## config.mk

```make
export PLATFORM = sky130hd
export DESIGN_NAME = bus_req_ctrl
export DESIGN_NICKNAME = d
export VERILOG_FILES = /design/src/hw/mem_bus_pkg.sv /design/src/hw/bus_req_ctrl.sv
export SDC_FILE = /design/constraint.sdc
export NUM_CORES = 1
export LEC_CHECK = 0
export BUFFER_PORTS_ARGS = -buffer_cell sky130_fd_sc_hd__buf_2
export CAP_MARGIN = 20
export CORE_ASPECT_RATIO = 1.4
export CORE_MARGIN = 5
export CORE_UTILIZATION = 38
export CTS_BUF_LIST = sky130_fd_sc_hd__clkbuf_16
export DETAILED_ROUTE_END_ITERATION = 8
export PLACE_DENSITY = 0.83
export SYNTH_ARGS = -nofsm -noshare
export SYNTH_HDL_FRONTEND = slang
export SYNTH_SLANG_ARGS = --single-unit
```

## constraint.sdc

```tcl
create_clock -name clk_i -period 3.29 [get_ports clk_i]
set_input_delay 0 -clock clk_i [delete_from_list [all_inputs] [get_ports clk_i]]
set_output_delay 0 -clock clk_i [all_outputs]
set_load 0.01 [all_outputs]
```

## src/hw/mem_bus_pkg.sv

```systemverilog
`default_nettype none

package mem_bus_pkg;

   // host byte address
   typedef logic [15:0] addr_t;

   // host data word, also used on the internal byte lanes
   typedef logic [31:0] word_t;

   // one enable bit per byte lane
   typedef logic [3:0]  be_t;

   // access size as seen on the host port
   typedef enum logic [1:0] {
      SIZE_BYTE = 2'd0,  // 8 bit
      SIZE_HALF = 2'd1,  // 16 bit, must be 2-byte aligned
      SIZE_WORD = 2'd2   // 32 bit, must be 4-byte aligned
   } size_e;

   // address map
   // data memory starts at 0x0000, its size is set by MEM_ADDR_WIDTH
   localparam addr_t IO_BASE = 16'h8000;   // start of register window

   // register window is 16 bytes, 4 words
   localparam int unsigned IO_WINDOW_BITS = 4;

   // register bank word offsets
   localparam logic [1:0] IO_OFS_SCRATCH = 2'd0;
   localparam logic [1:0] IO_OFS_LED     = 2'd1;
   localparam logic [1:0] IO_OFS_CYCLES  = 2'd2;
   localparam logic [1:0] IO_OFS_ID      = 2'd3;

   // value returned at IO_BASE + 0xC
   localparam word_t ID_VALUE = 32'h4D53_0001;

endpackage

`default_nettype wire

```

## src/hw/bus_req_ctrl.sv

```systemverilog
`timescale 1ns/1ps
`default_nettype none

module bus_req_ctrl (
   input  logic                clk_i,
   input  logic                reset_i,
   // host request, held stable by the host while req_i is high
   input  logic                req_i,
   input  logic                we_i,
   input  mem_bus_pkg::size_e  size_i,
   input  logic                signed_i,
   input  mem_bus_pkg::addr_t  addr_i,
   input  mem_bus_pkg::word_t  wdata_i,
   // result of the access, valid while access_o is high
   input  mem_bus_pkg::word_t  load_data_i,
   input  logic                err_i,
   // registered request toward the datapath
   output logic                access_o,
   output logic                we_o,
   output mem_bus_pkg::size_e  size_o,
   output logic                signed_o,
   output mem_bus_pkg::addr_t  addr_o,
   output mem_bus_pkg::word_t  wdata_o,
   // host response
   output logic                ack_o,
   output mem_bus_pkg::word_t  rdata_o,
   output logic                err_o
);

   typedef enum logic [1:0] {
      ST_IDLE,    // waiting for req_i
      ST_ACCESS,  // one cycle, datapath works on the latched request
      ST_ACK      // result held, ack_o raised one cycle later, wait for req_i low
   } state_e;

   state_e state_q;

   assign access_o = (state_q == ST_ACCESS);

   // control state
   always_ff @(posedge clk_i) begin
      if (reset_i) begin
         state_q <= ST_IDLE;
         ack_o   <= 1'b0;
         err_o   <= 1'b0;
      end else begin
         case (state_q)
            ST_IDLE: begin
               ack_o <= 1'b0;
               if (req_i) state_q <= ST_ACCESS;  // fields latched below
            end
            ST_ACCESS: begin
               err_o   <= err_i;
               state_q <= ST_ACK;
            end
            ST_ACK: begin
               ack_o <= req_i;                   // rises 2 edges after req seen, falls with req
               if (!req_i) state_q <= ST_IDLE;
            end
            default: begin
               ack_o   <= 1'b0;
               state_q <= ST_IDLE;
            end
         endcase
      end
   end

   // request fields and result word
   always_ff @(posedge clk_i) begin
      if (state_q == ST_IDLE && req_i) begin
         we_o     <= we_i;
         size_o   <= size_i;
         signed_o <= signed_i;
         addr_o   <= addr_i;
         wdata_o  <= wdata_i;
      end
      if (state_q == ST_ACCESS) begin
         // stores and failed accesses report zero
         rdata_o <= (we_o || err_i) ? '0 : load_data_i;
      end
   end

endmodule

`default_nettype wire

```

==> metrics.txt <==
CTS tree=yes; P_leak=between 2 and 2.5 nW; post-synthesis mux area share=0%; Critical Path Start Type=register; Final TNS setup=0 ps; Root Buffer=clkbuf_16; post-synthesis compound-gate area fraction=0.513%; Seq pwr share=47.1%; Worst R2R Start=state_q[0]$_SDFFE_PP0P_; Setup-failing EPs final=0; Die Span Y=114 um; synthesis-to-finish area growth=76.6%; Max clock buf depth=2; Die Area=9570 um^2; sw frac=a little under a fifth; FF-to-FF setup slack=1690 ps; first-pass GRT wire length=about 13000 um; post_cts resized=0; Cells after DPL=~400; GRT Resource Usage Total=between 10% and 20%; synthesized area=between 2000 and 3000 um^2; Overflow after GRT=0; Syn Area/Cell=21.3 um^2; Via density=approximately 4.4; fin crit share=48.8%; RR Endpoint=wdata_o[13]$_DFFE_PP_; layout cell share with drive strength beyond 1=a little under half; number of port buffers=174; num ports=175; proportion of power drawn by combinational gates=10.3%; Netlist cell types=13; Layout Nets=497; Pins Over Slew Limit=0; Final HPWL DP=5390 um; synthesis warning total=0; worst-path maximum fanout=50; post-synth net total=225; Relative slew margins=60.2%; critical path's largest stage delay=500 ps; P_int=2.27 mW; main combinational cell family by area after synthesis=simple AND/OR/NAND/NOR gates; Hold EP=wdata_o[5]$_DFFE_PP_; R2R cell count=3; fin util=69.3%; Initial Util=between 30 and 40%; Core ar.=7450 um^2; non-filler instance count after layout=510; Worst-Skew Late Latency=330 ps; WS Path Type=reg2reg; antenna cells=0; initial antenna violation count=0; WP data arrival=1570 ps; RSZ-0062 raised after global routing=false; vias in the first global route=2509; pwr dens=~540 nW/um^2; vias post-DR=2267; min Tclk post-route=1600 ps; most common cell after layout, fill and taps aside=buf_2; HP Start=wdata_i[5]; Worst VDD drop=about 0.00036 V; WP data required=3250 ps; post-synthesis adder-cell area fraction=0%; Routed Antenna Nets=0; clock-pin transition on the worst setup and hold timing paths=60 ps; Seq/Total Area, Yosys=89.0%; Die W=about 84 um; CTS Sinks=88; Hold Path Class=in2reg; net switching power=about 530 uW; Slowest-stage cell, CP=buf_4; post-synthesis xor/xnor area fraction=0%; CP Capture Type=register; hold path cells=2; Syn Inst Count=about 140; FMAX=between 600 and 700 MHz; largest net degree at the start of global routing=51; Rows=37; Synth Area in Simple Gates=9.07%; Worst-Margin Slew=596 ps; Starting DRT DRC Count=72; CP cell instances=nand2b_1 -> nor2_4 -> buf_4; final wirelength=8720 um; drt pass-1 iters=4; H-tree depth=3; status=finished clean; TritonCTS buffer count=9; commonest non-fill, non-tap cells in the layout=buf_2 (174), dlygate4sd3_1 (88), edfxtp_1 (84); drc violations=0; maximum capacitance violations=0; Synth Register Bits=88; GPL Wtd Cong=0.761; drt wl/cell=17.1 um; Worst Skew=4.75 ps; Fin. Hold Viols=0; Clock power frac=around 43%
[what timing repair did]
item	CTS	global route
setup buffers	0	0
hold endpoints to repair	88	0
hold buffers	88	0
[stage by stage]
| stage | setup slack (ps) | power, mW | hold slack (ps) | instance area, um^2 |
|---|---|---|---|---|
| global placement | 1480 | 1.53 | 177 | 3900 |
| floorplan | 175 | 1.42 | 69.1 | 2920 |
| CTS | 1710 | 2.83 | 362 | 5160 |
| detailed placement | 1720 | 1.55 | 178 | 3930 |
| global route | 1620 | 2.91 | 367 | 5160 |
| finish | 1690 | 2.80 | 379 | 5160 |
[state kept, by name, summed over array words and instances, names as in the netlist]
name      count
rdata_o      32
wdata_o      32
err_o         1
addr_o       16
size_o        2
ack_o         1
state_q       2
we_o          1
signed_o      1
[synthesized netlist by cell type]
master | number | area (um^2)
nor2_1 | 1 | 3.75
nand2b_1 | 3 | 18.8
nor3_1 | 1 | 5.00
nor2_4 | 1 | 11.3
a21oi_1 | 2 | 10.0
edfxtp_1 | 84 | 2520
nand4bb_1 | 1 | 11.3
o21ai_1 | 1 | 5.00
buf_6 | 3 | 33.8
dfxtp_1 | 4 | 80.1
and2_1 | 32 | 200
nand3b_1 | 2 | 15.0
inv_1 | 2 | 7.51
[layout make-up]
cell class / instances / area (um^2)
Sequential cell: 88 / 2600
Clock buffer: 9 / 225
Clock inverter: 6 / 133
Inverter: 2 / 7.51
Timing Repair Buffer: 264 / 1790
Multi-Input combinational cell: 44 / 288
Fill cell: 496 / 2290
Tap cell: 97 / 121
[worst max-delay path by stage]
stage | endpoint | start | cells past startpoint
finish | wdata_o[13]$_DFFE_PP_ | state_q[0]$_SDFFE_PP0P_ | 3
detailed placement | wdata_o[10]$_DFFE_PP_ | state_q[0]$_SDFFE_PP0P_ | 3
floorplan | addr_o[0]$_DFFE_PP_ | state_q[0]$_SDFFE_PP0P_ | 2
global placement | rdata_o[12]$_SDFFCE_PP0N_ | state_q[1]$_SDFFE_PP0P_ | 2
global route | signed_o$_DFFE_PP_ | state_q[0]$_SDFFE_PP0P_ | 3
CTS | wdata_o[23]$_DFFE_PP_ | state_q[0]$_SDFFE_PP0P_ | 3
[power by group through the flow]
stage | combinational, mW | clock (mW) | sequential (mW)
floorplan | 0.0444 | 0 | 1.38
global placement | 0.190 | 0 | 1.34
detailed placement | 0.203 | 0 | 1.34
CTS | 0.285 | 1.23 | 1.32
global route | 0.311 | 1.27 | 1.33
finish | 0.288 | 1.19 | 1.32
[cells by family (layout without fill, tap and decap cells)]
group / Yosys count / count (layout)
buffers and inverters: 5 / 281
and+or+nand+nor: 41 / 41
AOI/OAI and AO/OA: 3 / 3
DFF: 88 / 88
[metal layers]
layer | GRT usage, % | vias to the layer above | wire length (um)
li1 | - | 1050 | -
met1 | 18.0 | 1062 | 2940
met4 | 9.01 | 0 | 228
met5 | 0 | - | 0
met3 | 7.59 | 22 | 861
met2 | 33.9 | 133 | 4690
[worst max-delay path: cells and delay by family, from the launching register on]
family        cells  cell delay [ps]
buf+inv           1              500
simple gates      2              350
flops             1              350
(Power assumes the default switching activity.)
