[src/hw/mem_bus_pkg.sv]
`default_nettype none

package mem_bus_pkg;

   // host byte address
   typedef logic [15:0] addr_t;

   // host data word, also used on the internal byte lanes
   typedef logic [31:0] word_t;

   // one enable bit per byte lane
   typedef logic [3:0]  be_t;

   // access size as seen on the host port
   typedef enum logic [1:0] {
      SIZE_BYTE = 2'd0,  // 8 bit
      SIZE_HALF = 2'd1,  // 16 bit, must be 2-byte aligned
      SIZE_WORD = 2'd2   // 32 bit, must be 4-byte aligned
   } size_e;

   // address map
   // data memory starts at 0x0000, its size is set by MEM_ADDR_WIDTH
   localparam addr_t IO_BASE = 16'h8000;   // start of register window

   // register window is 16 bytes, 4 words
   localparam int unsigned IO_WINDOW_BITS = 4;

   // register bank word offsets
   localparam logic [1:0] IO_OFS_SCRATCH = 2'd0;
   localparam logic [1:0] IO_OFS_LED     = 2'd1;
   localparam logic [1:0] IO_OFS_CYCLES  = 2'd2;
   localparam logic [1:0] IO_OFS_ID      = 2'd3;

   // value returned at IO_BASE + 0xC
   localparam word_t ID_VALUE = 32'h4D53_0001;

endpackage

`default_nettype wire

[src/hw/addr_decode.sv]
`timescale 1ns/1ps
`default_nettype none

module addr_decode #(
   parameter int unsigned MEM_ADDR_WIDTH = 13  // byte address bits of data memory
) (
   input  logic                access_i,     // access cycle strobe
   input  logic                we_i,
   input  logic                misaligned_i,
   input  mem_bus_pkg::addr_t  addr_i,
   input  mem_bus_pkg::word_t  mem_rdata_i,
   input  mem_bus_pkg::word_t  io_rdata_i,
   output logic                mem_we_o,
   output logic                io_we_o,
   output logic                unmapped_o,
   output mem_bus_pkg::word_t  rdata_raw_o
);

   localparam int unsigned ADDR_W = $bits(mem_bus_pkg::addr_t);
   localparam int unsigned IO_W   = mem_bus_pkg::IO_WINDOW_BITS;

   logic mem_sel;
   logic io_sel;
   logic wr_ok;

   // memory sits at the bottom of the map, all upper bits zero
   assign mem_sel = (addr_i[ADDR_W-1:MEM_ADDR_WIDTH] == '0);
   assign io_sel  = (addr_i[ADDR_W-1:IO_W] == mem_bus_pkg::IO_BASE[ADDR_W-1:IO_W]);

   assign unmapped_o = !mem_sel && !io_sel;

   // only an aligned, mapped write during the access cycle reaches a region
   assign wr_ok    = access_i && we_i && !misaligned_i && !unmapped_o;
   assign mem_we_o = wr_ok && mem_sel;
   assign io_we_o  = wr_ok && io_sel;

   // read return, unmapped gives zero
   always_comb begin
      if (mem_sel)     rdata_raw_o = mem_rdata_i;
      else if (io_sel) rdata_raw_o = io_rdata_i;
      else             rdata_raw_o = '0;
   end

endmodule

`default_nettype wire

[config.mk]
export PLATFORM = sky130hd
export DESIGN_NAME = addr_decode
export DESIGN_NICKNAME = d
export VERILOG_FILES = /design/src/hw/mem_bus_pkg.sv /design/src/hw/addr_decode.sv
export SDC_FILE = /design/constraint.sdc
export NUM_CORES = 1
export LEC_CHECK = 0
export BUFFER_PORTS_ARGS = -buffer_cell sky130_fd_sc_hd__clkbuf_2
export CAP_MARGIN = 20
export CORE_MARGIN = 1
export CORE_UTILIZATION = 23
export DETAILED_ROUTE_END_ITERATION = 10
export PLACE_DENSITY = 0.92
export SLEW_MARGIN = 10
export SYNTH_ARGS = -nofsm -noshare
export SYNTH_HDL_FRONTEND = slang
export SYNTH_SLANG_ARGS = --single-unit
[constraint.sdc]
create_clock -name vclk -period 4.6
set_input_delay 0.92 -clock vclk [all_inputs]
set_output_delay 0.92 -clock vclk [all_outputs]
set_load 0.005 [all_outputs]
==> out/results.tsv, run 1 <==
stage	metric	value	unit
outcome	outcome	complete, no violations	
cells_and_area	number of sequential storage elements	0	
route	Routed wire per std cell	11.8	microns
setup_path	Worst path depth	6	
cells_and_area	most frequent standard cell in the layout excluding fill and tap cells	clkbuf_2	
sta	Max transition margin	47.9	%
setup_path	Critical Path Source Type	input pin	
setup_path	Critical path origin	addr_i[13]	
route	Initial DRC Count	9	
die	row cnt	15	
setup_path	Buffers & Inverters on Critical Path	3	
global_routing	Congestion Overflow GR	0	
setup_path	delay of the slowest cell on the worst path	0.56	ns
setup_path	Critical-path top delay cell	or4b_4	
cells_and_area	Diodes inserted	0	
route	Total Routed Length	2.15	mm
sta	least setup slack across all paths after layout	1.02	ns
route	detailed-route vias per instance	4.90	
power_and_ir_drop	Clock power frac	0	%
sta	number of failing hold endpoints at the final stage	0	
setup_path	CP Data Arrival Time	2.66	ns
logic_synthesis	Mapped Cells	47	
die	number of I/O pins	118	
setup_path	kind of cell with the highest combined delay on the critical path	simple AND/OR/NAND/NOR gates	
route	number of antenna-violating nets in the routed design	0	
global_routing	number of antenna violations at the first check in global routing	0	
sta	post-route minimum period	3.58	ns
route	detailed-router iteration count before antenna repair	4	
logic_synthesis	count of warnings emitted by yosys	0	
die	Die X	45.4	microns
power_and_ir_drop	switching power	20.6	uW
power_and_ir_drop	maximum vdd drop	0.0334	mV
cells_and_area	area of the multi-input gates	393	sq um
min_path	class of the tightest hold or removal check	input pin to output pin	
sta	unrepaired setup endpoints after global routing	false	
sta	slew at the pin closest to its max-slew limit	0.777	ns
cells_and_area	Layout clock buffers	0	
route	vias after detailed routing	892	
logic_synthesis	Post-Syn Nets	130	
global_routing	gr usage total	17.9	%
sta	Slew Limit Fails	0	
cts	count of instances resized after the clock tree is built	0	
global_routing	vias in the first global route	748	
setup_path	type of the worst setup path	input pin to output pin	
power_and_ir_drop	proportion of total power due to net switching	35.6	%
sta	Max Freq	279	MHz
place	weighted congestion reported at the end of routability-driven placement	0.696	
power_and_ir_drop	Cell Pwr Density	57.4	nW/um^2
setup_path	most frequent cell on the critical path	clkbuf_2	
die	Core Footprint	1750	sq um
die	area enclosed by the die boundary	2060	sq um
die	starting utilization of the core area	24.8	%
setup_path	largest fanout on the critical path	20	
logic_synthesis	netlist area before placement	433	sq um
global_routing	first-pass GRT wire length	2.87	mm
die	overall die height	45.4	microns
cells_and_area	leading cell types in the layout, fill and taps excluded	clkbuf_2 (114), a22o_2 (24), a22o_1 (8)	
route	Residual DRC	0	
cells_and_area	fill cell total of the finished layout	161	
setup_path	cells traversed along the worst timing path	clkbuf_2, or4b_4, nor3_4, buf_4, a22o_1, clkbuf_2	
sta	setup violators final	0	
cts	count of hold buffers inserted by post-cts repair	0	
global_routing	maximum number of pins on one net before global-route repair	21	
cells_and_area	layout overhead on the synthesized area	133	%
cells_and_area	fraction of layout cells with a size suffix above 1	91.7	%
setup_path	crit end category	output pin	
place	IO buf count	114	
power_and_ir_drop	P_int	37.3	uW
sta	sum of negative setup slack	0	ns
power_and_ir_drop	sequential share of power	0	%
logic_synthesis	sequential cell area fraction in the yosys report	0	%
job	number of max-cap violations	0	
logic_synthesis	post-synthesis cell type count	12	
setup_path	data required time at the worst endpoint	3.68	ns
cells_and_area	area of all sequential standard cells	0	sq um
logic_synthesis	mean area per synthesized cell	9.21	sq um
cells_and_area	net total in the final layout	242	
setup_path	CP endpoint	rdata_raw_o[24]	
cts	post-CTS repair timing setup buffer count	0	
sta	final worst path period share	77.8	%
power_and_ir_drop	Gate power share	100.0	%
power_and_ir_drop	Static Leakage	0.000641	uW
place	pre-CTS setup slack	1.02	ns
==> metal layers <==
layer	track usage [%]	share of wire (%)
met1	19.1	36
met2	37.4	54
met4	2.42	0.79
met3	1.19	8.4
met5	0	0
==> cells in the mapped netlist <==
library cell / instances / area share, %
a22o_1: 8 / 16
a22o_2: 24 / 55
buf_6: 3 / 7.8
clkbuf_1: 3 / 2.6
nand3b_1: 1 / 1.7
nor2_1: 1 / 0.87
nor3_1: 1 / 1.2
nor3_4: 1 / 3.8
nor4_1: 2 / 2.9
or4_1: 1 / 1.7
or4_4: 1 / 2.6
or4b_4: 1 / 3.2
==> how the worst min path moves through the flow <==
| stage | from | depth (start not counted) | end | slack (ns) |
|---|---|---|---|---|
| 6_report | addr_i[15] | 3 | mem_we_o | 2.10 |
| 5_1_grt | addr_i[13] | 3 | mem_we_o | 2.13 |
| 4_1_cts | addr_i[15] | 3 | mem_we_o | 2.10 |
| 3_5_place_dp | addr_i[15] | 3 | mem_we_o | 2.10 |
| 3_3_place_gp | addr_i[15] | 3 | mem_we_o | 2.10 |
| 2_1_floorplan | addr_i[15] | 1 | mem_we_o | 1.87 |
==> stage by stage <==
step	cells	hold slack [ns]	utilization (%)	power (uW)	instance area, sq um
after floorplan	47	1.87	-	15.2	433
after global placement	182	2.10	57.8	56.0	1010
after detailed placement	182	2.10	57.8	58.3	1010
after CTS	182	2.10	57.8	58.4	1010
after global routing	182	2.13	57.8	63.3	1010
final	182	2.10	57.8	58.0	1010
==> cell families after synthesis <==
kind of cell / share of synthesized area (%)
AO/OA/AOI/OAI: 71.7
AND/OR/NAND/NOR: 17.9
buffers and inverters: 10.4
==> power by group through the flow <==
stage / Clock (uW) / Sequential [uW] / Combinational [uW]
after global placement: 0 / 0 / 56.0
final: 0 / 0 / 58.0
after CTS: 0 / 0 / 58.4
after floorplan: 0 / 0 / 15.2
after detailed placement: 0 / 0 / 58.3
after global routing: 0 / 0 / 63.3
==> cell type report <==
class | count | area share (%)
well taps | 25 | 3.10
repair buffers | 116 | 58.0
multi-input cells | 41 | 38.9
==> tightest hold or removal path: cells and delay by family <==
kind	cells	cell delay [ns]
buf+inv	2	0.21
simple gates	1	0.05
(Power assumes the default switching activity.)
==> inputs of run 2 (changes only) <==
--- a/config.mk
+++ b/config.mk
@@ -8,9 +8,9 @@
 export BUFFER_PORTS_ARGS = -buffer_cell sky130_fd_sc_hd__clkbuf_2
 export CAP_MARGIN = 20
 export CORE_MARGIN = 1
-export CORE_UTILIZATION = 23
+export CORE_UTILIZATION = 21
 export DETAILED_ROUTE_END_ITERATION = 10
-export PLACE_DENSITY = 0.92
+export PLACE_DENSITY = 0.85
 export SLEW_MARGIN = 10
 export SYNTH_ARGS = -nofsm -noshare
 export SYNTH_HDL_FRONTEND = slang
==> constraint.sdc (replaced) <==
create_clock -name vclk -period 3.7
set_input_delay 0.74 -clock vclk [all_inputs]
set_output_delay 0.74 -clock vclk [all_outputs]
set_load 0.005 [all_outputs]
==> out/results.tsv, run 2 (synthesized netlist as in run 1, its figures left out) <==
stage	metric	value	unit
outcome	outcome	complete, no violations	
sta	Max Freq	320	MHz
die	area enclosed by the die boundary	2250	sq um
sta	Max transition margin	63.5	%
global_routing	maximum number of pins on one net before global-route repair	34	
min_path	Worst Hold Launch	addr_i[15]	
sta	unrepaired setup endpoints after global routing	false	
global_routing	vias in the first global route	618	
sta	setup violators final	0	
route	number of antenna-violating nets in the routed design	0	
place	total placed instance area	1020	sq um
job	number of max-cap violations	0	
cells_and_area	Layout clock buffers	0	
cells_and_area	most frequent standard cell in the layout excluding fill and tap cells	clkbuf_2	
setup_path	largest fanout on the critical path	21	
setup_path	crit end category	output pin	
setup_path	type of the worst setup path	input pin to output pin	
sta	number of failing hold endpoints at the final stage	0	
route	detailed-route vias per instance	4.71	
setup_path	CP Data Arrival Time	2.38	ns
cts	count of instances resized after the clock tree is built	0	
place	pre-CTS setup slack	0.564	ns
cells_and_area	leading cell types in the layout, fill and taps excluded	clkbuf_2 (114), a22o_2 (24), a22o_1 (8)	
sta	sum of negative setup slack	0	ns
global_routing	first-pass GRT wire length	2.39	mm
die	starting utilization of the core area	22.3	%
die	Die X	47.4	microns
setup_path	data required time at the worst endpoint	2.96	ns
cells_and_area	net total in the final layout	242	
sta	final worst path period share	84.3	%
sta	post-route minimum period	3.12	ns
route	Total Routed Length	2.11	mm
route	Routed wire per std cell	11.5	microns
place	weighted congestion reported at the end of routability-driven placement	0.688	
route	detailed-router iteration count before antenna repair	3	
setup_path	Critical Path Source Type	input pin	
route	Initial DRC Count	5	
power_and_ir_drop	post-route total power	71.2	uW
cells_and_area	area of all sequential standard cells	0	sq um
cells_and_area	Diodes inserted	0	
die	row cnt	16	
cts	post-CTS repair timing setup buffer count	0	
sta	Slew Limit Fails	0	
setup_path	Critical path origin	addr_i[13]	
cells_and_area	number of sequential storage elements	0	
route	vias after detailed routing	867	
cts	count of hold buffers inserted by post-cts repair	0	
die	Core Footprint	1940	sq um
route	Residual DRC	0	
die	number of I/O pins	118	
sta	slew at the pin closest to its max-slew limit	0.545	ns
power_and_ir_drop	Static Leakage	0.000643	uW
place	IO buf count	114	
power_and_ir_drop	maximum vdd drop	0.0453	mV
cells_and_area	Layout Cell Area excl Fill	1020	sq um
global_routing	Congestion Overflow GR	0	
cells_and_area	fraction of layout cells with a size suffix above 1	91.7	%
cells_and_area	layout overhead on the synthesized area	137	%
power_and_ir_drop	Cell Pwr Density	69.5	nW/um^2
min_path	class of the tightest hold or removal check	input pin to output pin	
sta	least setup slack across all paths after layout	0.579	ns
global_routing	gr usage total	14.4	%
die	overall die height	47.4	microns
global_routing	number of antenna violations at the first check in global routing	0	
## run 2: cell counts in the layout (fill, tap and decap cells not counted)
No cell type changed its count.
## run 2: area by class of cell
type                       instances  area (sq um)
multi-input combinational         41           393
fill                             191           917
timing repair buffer             116           598
tap                               27          33.8
## run 2: worst paths after layout
check / to / cells past startpoint
setup / recovery: rdata_raw_o[26] / 6
hold / removal: mem_we_o / 3
## run 2: metal layers
metal  track usage, %  part of all wire, %  vias to the layer above
met1             16.2                   37                      368
met3            0.769                   12                        0
li1                 -                    -                      433
met2             30.4                   52                       66
met4                0                    0                        0
met5                0                    0                        -
## run 2: power breakdown
group / switching [uW] / internal [uW] / total [uW]
clock: 0 / 0 / 0
sequential: 0 / 0 / 0
combinational: 24.9 / 46.3 / 71.2
## run 2: through the flow
stage | util [%] | instances | hold slack (ns)
floorplan | - | 47 | 1.51
global route | 52.8 | 184 | 1.77
global placement | 52.8 | 184 | 1.74
finish | 52.8 | 184 | 1.75
CTS | 52.8 | 184 | 1.75
detailed placement | 52.8 | 184 | 1.75
## run 2: worst max-delay path, cell delays in order
cell and delay (ns):
clkbuf_2 0.10, or4b_4 0.56, nor3_4 0.49, buf_12 0.22, a22o_1 0.14, clkbuf_2 0.12
