--- config.mk ---
export PLATFORM = sky130hd
export DESIGN_NAME = io_regs
export DESIGN_NICKNAME = d
export VERILOG_FILES = /design/src/hw/mem_bus_pkg.sv /design/src/hw/io_regs.sv
export SDC_FILE = /design/constraint.sdc
export NUM_CORES = 1
export LEC_CHECK = 0
export BUFFER_PORTS_ARGS = -buffer_cell sky130_fd_sc_hd__buf_4
export CELL_PAD_IN_SITES_DETAIL_PLACEMENT = 1
export CELL_PAD_IN_SITES_GLOBAL_PLACEMENT = 2
export CORE_MARGIN = 1.5
export CORE_UTILIZATION = 27
export CTS_CLUSTER_DIAMETER = 40
export DETAILED_ROUTE_END_ITERATION = 10
export PLACE_DENSITY_LB_ADDON = 0.1
export SLEW_MARGIN = 30
export SYNTH_ARGS = -nofsm -noshare
export SYNTH_HDL_FRONTEND = slang
export SYNTH_SLANG_ARGS = --single-unit
--- constraint.sdc ---
create_clock -name clk_i -period 1.95 [get_ports clk_i]
set_input_delay 0.2925 -clock clk_i [delete_from_list [all_inputs] [get_ports clk_i]]
set_output_delay 0.2925 -clock clk_i [all_outputs]
set_load 0.05 [all_outputs]
--- src/hw/mem_bus_pkg.sv ---
`default_nettype none

package mem_bus_pkg;

   // host byte address
   typedef logic [15:0] addr_t;

   // host data word, also used on the internal byte lanes
   typedef logic [31:0] word_t;

   // one enable bit per byte lane
   typedef logic [3:0]  be_t;

   // access size as seen on the host port
   typedef enum logic [1:0] {
      SIZE_BYTE = 2'd0,  // 8 bit
      SIZE_HALF = 2'd1,  // 16 bit, must be 2-byte aligned
      SIZE_WORD = 2'd2   // 32 bit, must be 4-byte aligned
   } size_e;

   // address map
   // data memory starts at 0x0000, its size is set by MEM_ADDR_WIDTH
   localparam addr_t IO_BASE = 16'h8000;   // start of register window

   // register window is 16 bytes, 4 words
   localparam int unsigned IO_WINDOW_BITS = 4;

   // register bank word offsets
   localparam logic [1:0] IO_OFS_SCRATCH = 2'd0;
   localparam logic [1:0] IO_OFS_LED     = 2'd1;
   localparam logic [1:0] IO_OFS_CYCLES  = 2'd2;
   localparam logic [1:0] IO_OFS_ID      = 2'd3;

   // value returned at IO_BASE + 0xC
   localparam word_t ID_VALUE = 32'h4D53_0001;

endpackage

`default_nettype wire

--- src/hw/io_regs.sv ---
`timescale 1ns/1ps
`default_nettype none

module io_regs (
   input  logic                clk_i,
   input  logic                reset_i,
   input  logic                write_i,   // decoded write strobe
   input  mem_bus_pkg::be_t    be_sel_i,
   input  logic [1:0]          offset_i,  // word offset in the window
   input  mem_bus_pkg::word_t  data_i,
   output mem_bus_pkg::word_t  data_o,
   output logic [7:0]          led_o
);

   mem_bus_pkg::word_t  scratch_q;
   logic [7:0]          led_q;
   mem_bus_pkg::word_t  cycle_cnt_q;

   // scratch, written lane by lane
   always_ff @(posedge clk_i) begin
      if (reset_i) begin
         scratch_q <= '0;
      end else if (write_i && offset_i == mem_bus_pkg::IO_OFS_SCRATCH) begin
         for (int b = 0; b < 4; b++) begin
            if (be_sel_i[b]) scratch_q[8*b +: 8] <= data_i[8*b +: 8];
         end
      end
   end

   // led register, low lane only
   always_ff @(posedge clk_i) begin
      if (reset_i) begin
         led_q <= 8'h00;
      end else if (write_i && offset_i == mem_bus_pkg::IO_OFS_LED && be_sel_i[0]) begin
         led_q <= data_i[7:0];
      end
   end

   // free-running, wraps
   always_ff @(posedge clk_i) begin
      if (reset_i) cycle_cnt_q <= '0;
      else         cycle_cnt_q <= cycle_cnt_q + 32'd1;
   end

   assign led_o = led_q;

   // read mux, counter and id ignore writes
   always_comb begin
      case (offset_i)
         mem_bus_pkg::IO_OFS_SCRATCH: data_o = scratch_q;
         mem_bus_pkg::IO_OFS_LED:     data_o = {24'h0, led_q};
         mem_bus_pkg::IO_OFS_CYCLES:  data_o = cycle_cnt_q;
         default:                     data_o = mem_bus_pkg::ID_VALUE;
      endcase
   end

endmodule

`default_nettype wire

==> impl_metrics.json, run 1 <==
{
  "status": "complete, no violations",
  "yosys_register_bits": 72,
  "hold_buffers": 0,
  "p_switching_mw": 0.8598,
  "synth_common_cells": "nand2_1 (113), dfxtp_1 (72), a21oi_1 (55), nor2_1 (34), clkbuf_1 (25)",
  "final_max_slew_viol_count": 0,
  "yosys.cell_types.count": 29,
  "swShare_pct": 25.44,
  "drt.antenna.violating_nets": 0,
  "slowest_stage": "or4_4",
  "rsz0062_at_grt": "no",
  "slew_headroom_pct": 71.99,
  "grt_overflow": 0,
  "netlist_area_sq_um": 3413,
  "die_h_um": 115.4,
  "rows": 40,
  "fillers": 1508,
  "cts_tree": "done",
  "ys_top_cells_by_area": "dfxtp_1 (42%), nand2_1 (12%), a21oi_1 (8.1%)",
  "drive_gt1_share_pct": 29.64,
  "multi_input_comb_area_sq_um": 1919,
  "max-vdd-ir-drop_uv": 514.0,
  "yosys_warnings": 0,
  "path_clk_slew_ns": 0.06,
  "yosysSeqAreaShare_pct": 42.23,
  "required_ns": 2.22,
  "yosysTopAreaCell": "dfxtp_1",
  "gp_congestion": 0.7500,
  "combPwrFrac_pct": 10.5,
  "wl_per_cell_um": 16.02,
  "netlist_instances": 447,
  "cp-end-kind": "flip-flop",
  "final-seq-area_sq_um": 1449,
  "post-place-ws_ns": 0.02560,
  "cp.arrival_ns": 2.13,
  "setup_violations": 0,
  "cp_max_fo": 16,
  "grt_max_degree": 38,
  "power_density_nw_per_um2": 711.9,
  "first_iter_violations": 79,
  "setup_ws_ns": 0.09484,
  "grt_pass1_wl_um": 18870,
  "p_clk_share_pct": 44.8,
  "coreArea_sq_um": 12160,
  "syn_to_final_growth_pct": 39.08,
  "cp.buffers_inverters": 1,
  "cp-start-kind": "flip-flop",
  "fin_skew_ns": 0.004486,
  "cp_top_family": "simple AND/OR/NAND/NOR gates",
  "pin_count": 81,
  "hold_viol": 0,
  "period_needed_ns": 1.855,
  "synth_nets": 489,
  "antenna_cells": 0,
  "wl_um": 11500,
  "clk_path_buf_depth": 2,
  "ys.flop_type": "dfxtp_1",
  "grt_pass1_vias": 3633,
  "path_cells": "nand4_1 -> or4_4 -> buf_6 -> or4_1 -> a21oi_1",
  "power.share.sequential_pct": 44.7,
  "power.leakage_nw": 1.862,
  "cts_buffers": 9,
  "root_buffer": "clkbuf_16",
  "syn_avg_cell_area_sq_um": 7.636,
  "track_usage_pct": 18.63,
  "die_w_um": 115.4,
  "start_util_pct": 28.07,
  "post-dp-hpwl_um": 8730,
  "clock_latency_ns": 0.34,
  "place_inst": 702,
  "drv_cap": 0,
  "power.total_mw": 3.379,
  "antenna_found_initial": 0,
  "htree_levels": 3,
  "period_share_pct": 95.14,
  "cts.sinks": 72,
  "hold_path.class": "in -> reg",
  "tightest_slew_ns": 0.4202,
  "vias": 3434,
  "avgViaCountPerCell": 4.783,
  "drc": 0,
  "p_int_mw": 2.519,
  "slowest_delay_ns": 0.54,
  "synth-edff-count": 0,
  "synthArstFlopShare_pct": 0,
  "path_class": "reg -> reg",
  "synth.most_common_cell": "nand2_1",
  "final_nets": 587,
  "firstDrtPassIters": 4,
  "final_cells": 718,
  "dieArea_sq_um": 13330,
  "synth_top_cell_area_share_pct": 42.23,
  "io_buffers": 80,
  "fmax_mhz": 539.0
}
-- layout by cell type (no fill, tap or decap), types with 5 or more instances in the layout --
cell	synthesis	final
o21ai_0	19	12
xnor2_1	9	9
or3_1	6	6
a21oi_1	55	54
o31ai_1	10	10
nor2_1	34	20
nor2b_1	5	5
mux2i_1	23	23
nand3_1	20	20
dfxtp_2	0	6
nor2_2	0	14
xor2_1	5	5
buf_4	0	114
clkbuf_16	0	9
dfxtp_1	72	66
or4_1	11	10
nand2_1	113	113
and3_1	10	10
-- final timing paths --
kind / from / end / slack, ns / cells past startpoint
hold / removal: data_i[22] / scratch_q[22]$_SDFFE_PP0P_ / 0.20 / 3
hold reg to reg: scratch_q[10]$_SDFFE_PP0P_ / scratch_q[10]$_SDFFE_PP0P_ / 0.46 / 2
setup reg to reg: cycle_cnt_q[12]$_SDFF_PP0_ / cycle_cnt_q[27]$_SDFF_PP0_ / 0.09 / 5
setup / recovery: cycle_cnt_q[12]$_SDFF_PP0_ / cycle_cnt_q[27]$_SDFF_PP0_ / 0.09 / 5
-- power groups by stage --
stage / sequential, mW / combinational, mW / clock (mW)
6_report: 1.51 / 0.356 / 1.51
5_1_grt: 1.51 / 0.387 / 1.63
4_1_cts: 1.51 / 0.363 / 1.56
3_5_place_dp: 1.54 / 0.362 / 0
3_3_place_gp: 1.54 / 0.359 / 0
2_1_floorplan: 1.55 / 0.183 / 0
-- metal layers --
metal  vias up  share of wire [%]  global-route usage (%)
met1      1650                 45                   22.74
met2        46                 50                   32.39
met3         8                3.9                   5.649
met5         -                  0                       0
met4         0               0.90                   3.951
li1       1730                  -                       -
-- what timing repair did --
item | 4_1_cts | 5_1_grt
buffers inserted | 0 | 0
hold endpoints to repair | 0 | 0
gates resized for setup | 0 | 8
setup endpoints to repair | 0 | 9
-- cells by family after synthesis --
family | Yosys count | synth area share [%]
DFF | 72 | 42.23
muxes | 25 | 7.405
buffers and inverters | 33 | 3.885
and+or+nand+nor | 217 | 29.25
xor gates and xnor gates | 14 | 3.592
AOI/OAI and AO/OA | 85 | 13.27
adders and majority gates | 1 | 0.3665
-- metrics by stage --
step | util [%] | instance area, sq um | hold WS [ns] | setup TNS (ns)
final | 39.03 | 4747 | 0.2019 | 0
after global routing | 39.03 | 4747 | 0.1972 | 0
after CTS | 38.85 | 4725 | 0.1914 | 0
after detailed placement | 36.66 | 4458 | 0.4505 | 0
after global placement | 36.66 | 4458 | 0.4427 | 0
after floorplan | - | 3483 | 0.4285 | -0.2086
-- tightest hold or removal path, cell delays in order --
cell and delay [ns]:
buf_4 0.11, nand2_1 0.05, a21oi_1 0.05
-- registers in the layout, indices dropped and copies added, names as in the netlist --
name and count:
scratch_q 32, led_o 8, cycle_cnt_q 32
-- cell type report --
type | count | area share, %
multi-input cells | 342 | 40.43
inverters | 4 | 0.3163
well taps | 168 | 4.428
clock buffers | 12 | 5.192
repair buffers | 116 | 18.69
clock inverters | 4 | 0.4217
flip-flops and latches | 72 | 30.52
No activity file was read; power rests on OpenSTA's default activity.
==> run 2: changes to the inputs <==
==> constraint.sdc (replaced) <==
create_clock -name clk_i -period 1.7 [get_ports clk_i]
set_input_delay 0.255 -clock clk_i [delete_from_list [all_inputs] [get_ports clk_i]]
set_output_delay 0.255 -clock clk_i [all_outputs]
set_load 0.05 [all_outputs]
==> run 2 against run 1 <==
Effect of this change: the run now ends with negative setup slack left; power up 21%; clock power up 30%; clock skew is 0.00083 ns lower; critical path depth is the same.
==> impl_metrics.json, run 2 (synthesis gave the netlist of run 1 again) <==
{
  "grt_overflow": 0,
  "finish.utilization_pct": 41.43,
  "hold_viol": 0,
  "wl_per_cell_um": 15.65,
  "max-vdd-ir-drop_uv": 492.8,
  "required_ns": 1.98,
  "clk_path_buf_depth": 2,
  "period_share_pct": 107.2,
  "final_nets": 597,
  "grt_pass1_vias": 3625,
  "fin_skew_ns": 0.003653,
  "cts_tree": "done",
  "final_cell_mix": "buf_4 (121), nand2_1 (113), dfxtp_1 (60)",
  "reg2reg_slack_ns": -0.12,
  "firstDrtPassIters": 4,
  "cp_top_family": "simple AND/OR/NAND/NOR gates",
  "slew_headroom_pct": 72.90,
  "track_usage_pct": 18.18,
  "cp-start-kind": "flip-flop",
  "cp.arrival_ns": 2.10,
  "drive_gt1_share_pct": 36.07,
  "post-dp-hpwl_um": 8202,
  "vias": 3504,
  "fillers": 1491,
  "cts.sinks": 72,
  "slowest_stage": "or4_4",
  "root_buffer": "clkbuf_16",
  "place_inst": 707,
  "grt_pass1_wl_um": 18530,
  "htree_levels": 3,
  "setup_ws_ns": -0.1221,
  "first_iter_violations": 95,
  "antenna_cells": 0,
  "drv_cap": 0,
  "die_h_um": 115.4,
  "coreArea_sq_um": 12160,
  "die_w_um": 115.4,
  "slowest_delay_ns": 0.57,
  "drc": 0,
  "path_clk_slew_ns": 0.06,
  "final_max_slew_viol_count": 0,
  "grt_max_degree": 39,
  "path_class": "reg -> reg",
  "tightest_slew_ns": 0.4027,
  "cp_max_fo": 7,
  "avgViaCountPerCell": 4.813,
  "period_needed_ns": 1.822,
  "cts_buffers": 9,
  "antenna_found_initial": 0,
  "rows": 40,
  "status": "complete, but fails checks",
  "fmax_mhz": 548.8,
  "power.leakage_nw": 1.990,
  "cp-end-kind": "flip-flop",
  "cp.buffers_inverters": 1,
  "mostFrequentLayoutCell": "buf_4",
  "final-seq-area_sq_um": 1469,
  "final_cells": 728,
  "rsz0062_at_grt": "yes",
  "gp_congestion": 0.7446,
  "hold_path.class": "in -> reg",
  "dieArea_sq_um": 13330,
  "setup_violations": 13,
  "start_util_pct": 28.07,
  "io_buffers": 80,
  "power_density_nw_per_um2": 812.6,
  "violations": "negative setup slack",
  "syn_to_final_growth_pct": 47.62,
  "drt.antenna.violating_nets": 0,
  "clock_latency_ns": 0.34,
  "multi_input_comb_area_sq_um": 2064,
  "pin_count": 81,
  "path_cells": "nand4_1 -> or4_4 -> buf_4 -> or4_1 -> a21oi_1",
  "wl_um": 11390
}
## run 2: cell count changes in the layout (fill, tap and decap cells not counted), moves of 4 or more
cell     change
buf_4        +7
a21oi_1      -5
dfxtp_4      +5
or3_4        +4
a21oi_2      +4
dfxtp_1      -6
## run 2: worst paths after layout
kind	start	end	cells after the start
setup / recovery	cycle_cnt_q[14]$_SDFF_PP0_	cycle_cnt_q[24]$_SDFF_PP0_	5
hold reg to reg	scratch_q[8]$_SDFFE_PP0P_	scratch_q[8]$_SDFFE_PP0P_	2
setup reg to reg	cycle_cnt_q[14]$_SDFF_PP0_	cycle_cnt_q[24]$_SDFF_PP0_	5
hold / removal	data_i[9]	scratch_q[9]$_SDFFE_PP0P_	3
## run 2: metal layers
metal | track usage, % | share of wire (%) | vias up
met2 | 32.07 | 50 | 52
met5 | 0 | 0 | -
li1 | - | - | 1754
met4 | 5.185 | 1.1 | 0
met3 | 4.550 | 3.3 | 10
met1 | 21.91 | 46 | 1688
## run 2: per-stage QoR
step / setup WS (ns) / setup TNS, ns / hold WS (ns) / power, mW / area [sq um]
floorplan: -0.1430 / -2.853 / 0.3910 / 1.991 / 3552
global placement: -0.1067 / -0.4616 / 0.4428 / 2.171 / 4567
detailed placement: -0.2086 / -1.008 / 0.4477 / 2.176 / 4567
CTS: -0.1487 / -1.027 / 0.1442 / 4.150 / 4962
global route: -0.1689 / -1.688 / 0.1551 / 4.246 / 5039
finish: -0.1221 / -0.8920 / 0.1596 / 4.094 / 5039
## run 2: tightest hold or removal path, cell delays in order
cell and delay, ns:
buf_4 0.11, nand2_1 0.05, a21oi_1 0.05
## run 2: cell type report
cell class | count | share of cell area (%)
inverters | 4 | 0.2980
clock buffers | 13 | 5.165
well taps | 168 | 4.172
repair buffers | 125 | 19.44
clock inverters | 3 | 0.7946
flip-flops and latches | 72 | 29.15
multi-input cells | 343 | 40.97
## run 2: where the power goes
| group | internal [mW] | switching (mW) | total, mW |
|---|---|---|---|
| Combinational | 0.157 | 0.246 | 0.403 |
| Clock | 1.21 | 0.748 | 1.96 |
| Sequential | 1.71 | 0.0216 | 1.73 |
## run 2: repair_timing
action / 4_1_cts / 5_1_grt
gates cloned: 2 / 0
pin swaps: 11 / 7
hold buffers: 0 / 0
gates resized for setup: 11 / 18
setup buffers: 2 / 1
endpoints found under the setup margin: 12 / 17
