`src/hw/mem_bus_pkg.sv`:
```
`default_nettype none

package mem_bus_pkg;

   // host byte address
   typedef logic [15:0] addr_t;

   // host data word, also used on the internal byte lanes
   typedef logic [31:0] word_t;

   // one enable bit per byte lane
   typedef logic [3:0]  be_t;

   // access size as seen on the host port
   typedef enum logic [1:0] {
      SIZE_BYTE = 2'd0,  // 8 bit
      SIZE_HALF = 2'd1,  // 16 bit, must be 2-byte aligned
      SIZE_WORD = 2'd2   // 32 bit, must be 4-byte aligned
   } size_e;

   // address map
   // data memory starts at 0x0000, its size is set by MEM_ADDR_WIDTH
   localparam addr_t IO_BASE = 16'h8000;   // start of register window

   // register window is 16 bytes, 4 words
   localparam int unsigned IO_WINDOW_BITS = 4;

   // register bank word offsets
   localparam logic [1:0] IO_OFS_SCRATCH = 2'd0;
   localparam logic [1:0] IO_OFS_LED     = 2'd1;
   localparam logic [1:0] IO_OFS_CYCLES  = 2'd2;
   localparam logic [1:0] IO_OFS_ID      = 2'd3;

   // value returned at IO_BASE + 0xC
   localparam word_t ID_VALUE = 32'h4D53_0001;

endpackage

`default_nettype wire

```
`src/hw/lane_align.sv`:
```
`timescale 1ns/1ps
`default_nettype none

module lane_align (
   input  mem_bus_pkg::size_e  size_i,
   input  logic                signed_i,     // sign-extend loads
   input  mem_bus_pkg::addr_t  addr_i,
   input  mem_bus_pkg::word_t  wdata_i,      // store data, right-justified
   input  mem_bus_pkg::word_t  rdata_raw_i,  // raw word from the selected region
   output mem_bus_pkg::word_t  lane_wdata_o, // store data placed on its lanes
   output mem_bus_pkg::be_t    be_o,
   output logic                misaligned_o,
   output mem_bus_pkg::word_t  load_data_o   // extracted and extended load
);

   logic [1:0]          byte_ofs;
   mem_bus_pkg::word_t  shifted;
   logic [7:0]          load_byte;
   logic [15:0]         load_half;

   assign byte_ofs = addr_i[1:0];

   // alignment check
   always_comb begin
      case (size_i)
         mem_bus_pkg::SIZE_BYTE: misaligned_o = 1'b0;
         mem_bus_pkg::SIZE_HALF: misaligned_o = byte_ofs[0];
         mem_bus_pkg::SIZE_WORD: misaligned_o = (byte_ofs != 2'b00);
         default:                misaligned_o = 1'b1;  // reserved size code is an error
      endcase
   end

   // store side
   // data is replicated so every possible lane carries it, the mask picks the lane
   always_comb begin
      case (size_i)
         mem_bus_pkg::SIZE_BYTE: begin
            lane_wdata_o = {4{wdata_i[7:0]}};
            be_o         = 4'b0001 << byte_ofs;
         end
         mem_bus_pkg::SIZE_HALF: begin
            lane_wdata_o = {2{wdata_i[15:0]}};
            be_o         = byte_ofs[1] ? 4'b1100 : 4'b0011;
         end
         mem_bus_pkg::SIZE_WORD: begin
            lane_wdata_o = wdata_i;
            be_o         = 4'b1111;
         end
         default: begin
            lane_wdata_o = wdata_i;
            be_o         = 4'b0000;  // never written, flagged misaligned anyway
         end
      endcase
   end

   // load side
   assign shifted   = rdata_raw_i >> {byte_ofs, 3'b000};  // addressed byte to lane 0
   assign load_byte = shifted[7:0];
   assign load_half = byte_ofs[1] ? rdata_raw_i[31:16] : rdata_raw_i[15:0];

   always_comb begin
      case (size_i)
         mem_bus_pkg::SIZE_BYTE: begin
            load_data_o = {{24{signed_i & load_byte[7]}}, load_byte};
         end
         mem_bus_pkg::SIZE_HALF: begin
            load_data_o = {{16{signed_i & load_half[15]}}, load_half};
         end
         default: begin
            load_data_o = rdata_raw_i;  // word, nothing to extend
         end
      endcase
   end

endmodule

`default_nettype wire

```
`config.mk`:
```
export PLATFORM = sky130hd
export DESIGN_NAME = lane_align
export DESIGN_NICKNAME = d
export VERILOG_FILES = /design/src/hw/mem_bus_pkg.sv /design/src/hw/lane_align.sv
export SDC_FILE = /design/constraint.sdc
export NUM_CORES = 1
export LEC_CHECK = 0
export BUFFER_PORTS_ARGS = -buffer_cell sky130_fd_sc_hd__buf_4
export CAP_MARGIN = 0
export CELL_PAD_IN_SITES_DETAIL_PLACEMENT = 2
export CELL_PAD_IN_SITES_GLOBAL_PLACEMENT = 2
export CORE_MARGIN = 8
export CORE_UTILIZATION = 15
export DETAILED_ROUTE_END_ITERATION = 16
export PLACE_DENSITY_LB_ADDON = 0.1
export SLEW_MARGIN = 15
export SYNTH_ARGS = -nofsm -noshare
export SYNTH_HDL_FRONTEND = slang
export SYNTH_SLANG_ARGS = --single-unit
```
`constraint.sdc`:
```
create_clock -name vclk -period 2.5
set_input_delay 0.5 -clock vclk [all_inputs]
set_output_delay 0.5 -clock vclk [all_outputs]
set_load 0.01 [all_outputs]
```
==> results.rst, run 1 <==
.. list-table::
   :header-rows: 1

   * - Metric
     - Value
   * - Count of inserted antenna diode cells
     - 0
   * - Overall fraction of global-route tracks in use
     - 0.1217
   * - Average size of a mapped cell
     - 6.770 um2
   * - Share of Yosys cell area claimed by the top area cell type
     - 0.1528
   * - Startpoint type of the worst setup path
     - input pin
   * - Synth Instances
     - about 190
   * - Final weighted congestion of routability-driven global placement
     - 0.6774
   * - DIE AREA
     - between 10,000 and 15,000 um2
   * - Class of the tightest hold or removal check
     - in -> out
   * - Lkg Pwr
     - 1.169 nW
   * - Run status
     - finished, final reports clean
   * - Via count of the first global-routing pass
     - 2,096
   * - Port buffer count
     - 138
   * - Worst path max stage delay
     - between 400 and 500 ps
   * - Data arrival time of the critical path
     - 1860 ps
   * - Hold violation count in the final report
     - 0
   * - DR vias/cell
     - 4.563
   * - Effective utilization at floorplan
     - 0.1532
   * - Horiz. Die Dim
     - ~110 um
   * - FF/Latch Area
     - 0 um2
   * - Starting DRT DRC Count
     - 44
   * - Depth of the worst hold-timing path
     - 2
   * - Maximum number of pins on one net before global-route repair
     - 30
   * - First drt pass iteration count
     - 4
   * - Max-cap violation count
     - 0
   * - Net count after synthesis
     - 268
   * - Maximum vdd drop
     - 0.06609 mV
   * - CP max stage cell
     - sky130_fd_sc_hd__mux4_2
   * - Maximum fanout encountered on the critical timing path
     - 7
   * - Area overhead of the layout relative to synthesis
     - 90.41%
   * - Min Hold Slack
     - 1206 ps
   * - Number of clock buffers in the layout
     - 0
   * - Sequential share of the synthesized area
     - 0
   * - Crit Path Class
     - in -> out
   * - Global-route wire length before repair
     - 11,390 um
   * - Number of antenna violations at the first check in global routing
     - 0
   * - Highest clock frequency the design can meet
     - between 400 and 500 MHz
   * - Post-detailed-placement half-perimeter wirelength
     - 6478 um
   * - Area contributors post-synth
     - sky130_fd_sc_hd__mux2_2 15%, sky130_fd_sc_hd__a21oi_1 15%, sky130_fd_sc_hd__a211o_1 9.8%
   * - Routed wire length
     - 7669 um
   * - Cell type contributing the most total cell area after synthesis
     - sky130_fd_sc_hd__mux2_2
   * - Remaining antenna violation count
     - 0
   * - # nets final
     - just under 400
   * - Cell repeated most along the worst path
     - sky130_fd_sc_hd__buf_4
   * - Slew Limit Fails
     - 0
   * - Synth cell count leaders
     - 38 x sky130_fd_sc_hd__a21oi_1, 17 x sky130_fd_sc_hd__mux2_2, 14 x sky130_fd_sc_hd__a211o_1
   * - Vias
     - around 1.9k
   * - Synthesized area
     - 1252 um2
   * - Final sequential cell count
     - 0
   * - Required time at the worst-slack endpoint
     - around 2000 ps
   * - Sum of negative setup slack
     - 0 ps
   * - Buffers inserted by post-CTS timing repair
     - 0
   * - Die height
     - roughly 110 um
   * - IO Count
     - 152
   * - Startpoint of the tightest hold check path
     - wdata_i[3]
   * - Count of unique library cells instantiated by Yosys
     - 27
   * - Share of cells above drive strength 1
     - 0.5603
   * - Ordered cell list for the critical path
     - buf_4 -> mux4_2 -> and3b_1 -> a211o_1 -> buf_4
   * - Number of remaining DRC errors
     - 0
   * - Power per unit of standard cell area
     - 214.9 nW/um2
   * - Final-report setup violation count
     - 0
   * - Gr ovfl total
     - 0
   * - Least-Margin Pin Slew
     - 330.3 ps
   * - Max-slew headroom at the worst pin
     - 0.7798
   * - End of the worst hold path
     - lane_wdata_o[3]
   * - Share of the clock period used by the worst path
     - 0.9459
   * - Leading cell type by number of instances after synthesis
     - sky130_fd_sc_hd__a21oi_1
   * - Type of element capturing the critical path
     - primary output
   * - Time the final worst path needs with I/O delays and setup
     - 2365 ps
   * - RSZ-0062 raised after global routing
     - no
   * - Placeable Area
     - 8175 um2
   * - Placement Rows
     - 33
   * - Cts hold-fix bufs
     - 0
   * - Total of cells resized after clock tree synthesis
     - 0
   * - Routed length per placed instance
     - 18.61 um
   * - Yosys synthesis warning count
     - 0
==> worst max path at each step <==
stage | depth (start not counted) | slack, ps | endpoint | from
global placement | 5 | 120 | load_data_o[13] | addr_i[1]
detailed placement | 5 | 130 | load_data_o[13] | rdata_raw_i[31]
CTS | 5 | 120 | load_data_o[13] | rdata_raw_i[31]
finish | 5 | 140 | load_data_o[13] | rdata_raw_i[31]
floorplan | 5 | 300 | load_data_o[10] | addr_i[1]
global route | 5 | 80 | load_data_o[13] | addr_i[1]
==> power breakdown <==
part	internal [W]	leakage, nW	switching (W)	total (W)
combinational	0.000277	1.17	0.000236	0.000512
sequential	0	0	0	0
clock	0	0	0	0
==> area by class of cell <==
type	instances	area [um2]
Tap cell	105	131.4
Multi-Input combinational cell	147	1057
Timing Repair Buffer	152	1166
Fill cell	1002	5791
Inverter	8	30.03
==> worst max-delay path, delay by kind of cell <==
| family | cells | cell delay (ps) |
|---|---|---|
| AO/OA/AOI/OAI | 1 | 320 |
| buffers and inverters | 2 | 270 |
| multiplexers | 1 | 490 |
| AND/OR/NAND/NOR | 1 | 290 |
==> placed cells by master, fill, tap and decap left out, drive strengths merged <==
master	n
buf	152
a21oi	39
mux2	17
a211o	14
nand2	10
mux2i	10
o21ai	10
nand3b	8
nand2b	8
inv	8
a21boi	7
nand4b	7
o211ai	7
nor2b	2
nor2	2
mux4	1
and3b	1
and4b	1
a31oi	1
nand3	1
nor3	1
==> layer usage <==
layer  vias up  track usage  share of wire
met4         0            0              0
met3         0      0.03234          0.074
met5         -            0              0
met2        63       0.2379           0.53
met1       898       0.1344           0.39
li1        919            -              -
==> cell families (layout without fill, tap and decap cells) <==
kind of cell	count (synthesis)	after routing	share of synthesized area
buf+inv	38	160	0.1558
mux	28	28	0.2507
simple gates	41	41	0.2078
compound gates	78	78	0.3856
==> per-stage QoR <==
stage	worst slack [ps]	cells	power, W	util	area (um2)
2_1_floorplan	298.4	185	0.0002285	-	1252
3_3_place_gp	120.5	412	0.0005198	0.2917	2385
3_5_place_dp	129.3	412	0.0005233	0.2917	2385
4_1_cts	124.1	412	0.0005253	0.2917	2385
5_1_grt	76.94	412	0.0005570	0.2917	2385
6_report	135.3	412	0.0005124	0.2917	2385
Note: power is estimated with default switching activity, not from simulation.
==> inputs of run 2 (changes only) <==
Settings changed: PLACE_DENSITY_LB_ADDON 0.1 to 0.05.
==> run 2 against run 1 <==
Effect of this change: sequential share of layout area is the same; combinational power is essentially flat; wire length down 1.8%; global-route usage is 0.33 points lower; utilization unchanged; die area is the same; via count up 0.37%; flip-flop and latch count unchanged; non-clock buffer count did not move; total power down 0.43%; worst hold slack got worse by 1.1 ps; largest power group unchanged; highest routed layer unchanged.
==> results.rst, run 2 (synthesis results as in run 1) <==
.. list-table::
   :header-rows: 1

   * - Metric
     - Value
   * - Hold violation count in the final report
     - 0
   * - Startpoint type of the worst setup path
     - input pin
   * - Via count of the first global-routing pass
     - about 2.1k
   * - Fill cell instance count of the final layout
     - 1,012
   * - Placeable Area
     - 8175 um2
   * - DP Cell Count
     - around 410
   * - Die height
     - 107.4 um
   * - Gr ovfl total
     - 0
   * - Routed length per placed instance
     - 18.28 um
   * - Final-report setup violation count
     - 0
   * - Max-cap violation count
     - 0
   * - Data arrival time of the critical path
     - approximately 1900 ps
   * - IO Count
     - 152
   * - # nets final
     - 392
   * - Vias
     - 1,887
   * - Time the final worst path needs with I/O delays and setup
     - 2386 ps
   * - Overall fraction of global-route tracks in use
     - 0.1184
   * - Required time at the worst-slack endpoint
     - 2000 ps
   * - Number of remaining DRC errors
     - 0
   * - Final weighted congestion of routability-driven global placement
     - 0.7124
   * - Power per unit of standard cell area
     - 213.9 nW/um2
   * - RSZ-0062 raised after global routing
     - no
   * - Number of clock buffers in the layout
     - 0
   * - Crit Path Class
     - in -> out
   * - Share of cells above drive strength 1
     - 0.5603
   * - Dpl ws
     - 108.3 ps
   * - Effective utilization at floorplan
     - 0.1532
   * - Most used cells in the layout excluding fill and tap cells
     - 150 x sky130_fd_sc_hd__buf_4, 38 x sky130_fd_sc_hd__a21oi_1, 17 x sky130_fd_sc_hd__mux2_2
   * - Lkg Pwr
     - 1.169 nW
   * - Remaining antenna violation count
     - 0
   * - Maximum fanout encountered on the critical timing path
     - 7
   * - First drt pass iteration count
     - 4
   * - Buffers inserted by post-CTS timing repair
     - 0
   * - Horiz. Die Dim
     - 107.4 um
   * - Sum of negative setup slack
     - 0 ps
   * - Most frequent standard cell in the layout excluding fill and tap cells
     - sky130_fd_sc_hd__buf_4
   * - Class of the tightest hold or removal check
     - in -> out
   * - Maximum number of pins on one net before global-route repair
     - 27
   * - Final sequential cell count
     - 0
   * - Maximum vdd drop
     - 0.06144 mV
   * - Share of the clock period used by the worst path
     - 0.9544
   * - Highest clock frequency the design can meet
     - 419.1 MHz
   * - Port buffer count
     - 138
   * - Type of element capturing the critical path
     - primary output
   * - Number of antenna violations at the first check in global routing
     - 0
   * - Cts hold-fix bufs
     - 0
   * - Post-detailed-placement half-perimeter wirelength
     - ~6300 um
   * - Total of cells resized after clock tree synthesis
     - 0
   * - Slew Limit Fails
     - 0
   * - Area overhead of the layout relative to synthesis
     - 90.41%
   * - FF/Latch Area
     - 0 um2
   * - DR vias/cell
     - 4.580
   * - Count of inserted antenna diode cells
     - 0
   * - Global-route wire length before repair
     - ~11,000 um
   * - Final std cells w/o fill
     - 412
   * - Routed wire length
     - between 7000 and 8000 um
   * - Max-slew headroom at the worst pin
     - 0.7795
   * - Post-Route Utilization
     - 0.2917
   * - Placement Rows
     - 33
   * - Run status
     - finished, final reports clean
   * - Starting DRT DRC Count
     - 44
   * - Least-Margin Pin Slew
     - roughly 330 ps
   * - Slack of the critical path
     - 113.9 ps
   * - DIE AREA
     - 11,530 um2
## run 2: cell counts in the layout (fill, tap and decap cells not counted)
No cell type changed its count.
## run 2: report_power, final
| part | internal, W | switching, W | total (W) | leakage, nW |
|---|---|---|---|---|
| sequential | 0 | 0 | 0 | 0 |
| combinational | 0.000277 | 0.000234 | 0.000510 | 1.17 |
| clock | 0 | 0 | 0 | 0 |
| total | 0.000277 | 0.000234 | 0.000510 | 1.17 |
## run 2: final timing paths
kind / end / cells after the start / slack (ps) / from
hold / removal: lane_wdata_o[4] / 2 / 1200 / wdata_i[4]
setup / recovery: load_data_o[10] / 5 / 110 / addr_i[1]
## run 2: worst max-delay path, cell delays in order
cell and delay [ps]:
sky130_fd_sc_hd__buf_4 110, sky130_fd_sc_hd__mux4_2 520, sky130_fd_sc_hd__and3b_1 290, sky130_fd_sc_hd__a211o_1 310, sky130_fd_sc_hd__buf_4 150
## run 2: layer usage
metal	share of wire	vias up	global-route usage
met1	0.43	902	0.1382
met5	0	-	0
met4	0	0	0
met3	0.074	0	0.02994
met2	0.50	65	0.2229
li1	-	920	-
## run 2: final cells by class
type                            instances  area, um2  share of cell area
Tap cell                              105      131.4             0.05509
Timing Repair Buffer                  152       1166              0.4890
Multi-Input combinational cell        147       1057              0.4433
Inverter                                8      30.03             0.01259
## run 2: per-stage QoR
step | hold WS, ps | power [W] | instance area [um2]
after floorplan | 1092 | 0.0002285 | 1252
after global placement | 1206 | 0.0005185 | 2385
after detailed placement | 1207 | 0.0005219 | 2385
after CTS | 1208 | 0.0005236 | 2385
after global routing | 1216 | 0.0005559 | 2385
final | 1205 | 0.0005102 | 2385
==> inputs of run 3 (changes only) <==
Clock period 2.5 ns to 2.4 ns, I/O delays scaled along.
==> run 3 against run 2 <==
Effect of this change: via count is 0.32% lower; die area unchanged; non-clock buffer count rose by 1; combinational power is 4.7% higher; critical endpoint is now load_data_o[11]; cell count is 0.24% higher; wire length is 0.64% higher; first-iteration DRC count up 4.5%; highest routed layer unchanged; count of clock-buffer cells in the layout is the same; flip-flop and latch count unchanged.
==> results.rst, run 3 (synthesis results as in run 1) <==
.. list-table::
   :header-rows: 1

   * - Metric
     - Value
   * - Run status
     - finished, final reports clean
   * - Max-cap violation count
     - 0
   * - Crit Path Class
     - in -> out
   * - Time the final worst path needs with I/O delays and setup
     - approximately 2300 ps
   * - Sum of negative setup slack
     - 0 ps
   * - FF/Latch Area
     - 0 um2
   * - Final weighted congestion of routability-driven global placement
     - 0.7094
   * - Data arrival time of the critical path
     - 1850 ps
   * - Vias
     - 1,881
   * - Required time at the worst-slack endpoint
     - 1920 ps
   * - Die height
     - between 100 and 150 um
   * - Global-route wire length before repair
     - about 12,000 um
   * - Dpl ws
     - 27.37 ps
   * - Power per unit of standard cell area
     - 223.0 nW/um2
   * - Cell repeated most along the worst path
     - sky130_fd_sc_hd__buf_4
   * - Final-report setup violation count
     - 0
   * - Post-Route Utilization
     - 0.2928
   * - CP max stage cell
     - sky130_fd_sc_hd__mux4_2
   * - Hold violation count in the final report
     - 0
   * - Area overhead of the layout relative to synthesis
     - 91.11%
   * - Lkg Pwr
     - 1.173 nW
   * - Via count of the first global-routing pass
     - 2,162
   * - Overall fraction of global-route tracks in use
     - 0.1235
   * - DR vias/cell
     - 4.554
   * - Startpoint type of the worst setup path
     - input pin
   * - Maximum vdd drop
     - 0.06336 mV
   * - Horiz. Die Dim
     - between 100 and 150 um
   * - Type of element capturing the critical path
     - primary output
   * - Routed length per placed instance
     - 18.35 um
   * - Sum of buffers and inverters on the critical path
     - 2
   * - Number of clock buffers in the layout
     - 0
   * - Max-slew headroom at the worst pin
     - 0.8074
   * - Crit-path leading delay family
     - multiplexers
   * - Placeable Area
     - 8175 um2
   * - Buffers inserted by post-CTS timing repair
     - 0
   * - Share of the clock period used by the worst path
     - 0.9717
   * - Effective utilization at floorplan
     - 0.1532
   * - Remaining antenna violation count
     - 0
   * - Number of remaining DRC errors
     - 0
   * - Share of cells above drive strength 1
     - 0.5649
   * - Placement Rows
     - 33
   * - DIE AREA
     - 11,530 um2
   * - Routed wire length
     - 7580 um
   * - Slew Limit Fails
     - 0
   * - Port buffer count
     - 138
   * - Post-detailed-placement cell area
     - between 2000 and 2500 um2
   * - First drt pass iteration count
     - 4
   * - Count of cell instances traversed by the critical path
     - 5
   * - Cts hold-fix bufs
     - 0
   * - Finished Cell Area
     - approximately 2400 um2
   * - Total of cells resized after clock tree synthesis
     - 0
   * - Post-detailed-placement half-perimeter wirelength
     - 6381 um
   * - Most used cells in the layout excluding fill and tap cells
     - 151 x sky130_fd_sc_hd__buf_4, 38 x sky130_fd_sc_hd__a21oi_1, 17 x sky130_fd_sc_hd__mux2_2
   * - Maximum fanout encountered on the critical timing path
     - 7
   * - Number of antenna violations at the first check in global routing
     - 0
   * - Fill cell instance count of the final layout
     - 997
   * - Class of the tightest hold or removal check
     - in -> out
   * - Slack of the critical path
     - around 70 ps
   * - RSZ-0062 raised after global routing
     - no
   * - Capturing element of the worst setup path
     - load_data_o[11]
   * - Total power
     - 0.0005338 W
   * - IO Count
     - approximately 150
   * - # nets final
     - ~390
   * - Startpoint of the tightest hold check path
     - wdata_i[4]
   * - Final sequential cell count
     - 0
   * - Highest clock frequency the design can meet
     - 428.8 MHz
   * - Least-Margin Pin Slew
     - about 290 ps
   * - Gr ovfl total
     - 0
   * - Most frequent standard cell in the layout excluding fill and tap cells
     - sky130_fd_sc_hd__buf_4
   * - Starting DRT DRC Count
     - 46
   * - Worst path max stage delay
     - 520 ps
   * - Maximum number of pins on one net before global-route repair
     - 29
   * - Crit path launch
     - addr_i[1]
   * - Count of inserted antenna diode cells
     - 0
   * - Ordered cell list for the critical path
     - buf_4 -> mux4_2 -> and3b_2 -> a211o_1 -> buf_4
run 3: cell types whose count changed in the layout (fill, tap and decap cells not counted), sizes merged:
cell,change
buf,+1
run 3: layout make-up:
| class | instances | area, um2 | share of cell area |
|---|---|---|---|
| multi-input cells | 147 | 1059 | 0.4422 |
| well taps | 105 | 131.4 | 0.05489 |
| repair buffers | 153 | 1174 | 0.4903 |
| inverters | 8 | 30.03 | 0.01255 |
run 3: power by group:
group | switching (W) | total [W] | leakage (nW) | internal, W
registers | 0 | 0 | 0 | 0
clock network | 0 | 0 | 0 | 0
logic | 0.000244 | 0.000534 | 1.17 | 0.000289
run 3: worst min-delay path by stage:
| stage | end | slack, ps | cells past startpoint |
|---|---|---|---|
| 4_1_cts | lane_wdata_o[0] | 1170 | 2 |
| 2_1_floorplan | lane_wdata_o[0] | 1050 | 1 |
| 3_5_place_dp | lane_wdata_o[0] | 1170 | 2 |
| 5_1_grt | lane_wdata_o[3] | 1170 | 2 |
| 6_report | lane_wdata_o[4] | 1170 | 2 |
| 3_3_place_gp | lane_wdata_o[3] | 1170 | 2 |
run 3: per-layer routing:
layer	up-vias	wire, um	track usage
li1	927	-	-
met1	889	3210	0.1479
met2	65	3811	0.2259
met3	0	557	0.03353
met4	0	0	0
met5	-	0	0
run 3: per-stage QoR:
step                      cells  hold slack [ps]
after floorplan             185             1052
final                       413             1167
after CTS                   413             1169
after global placement      413             1167
after detailed placement    413             1168
after global routing        413             1174
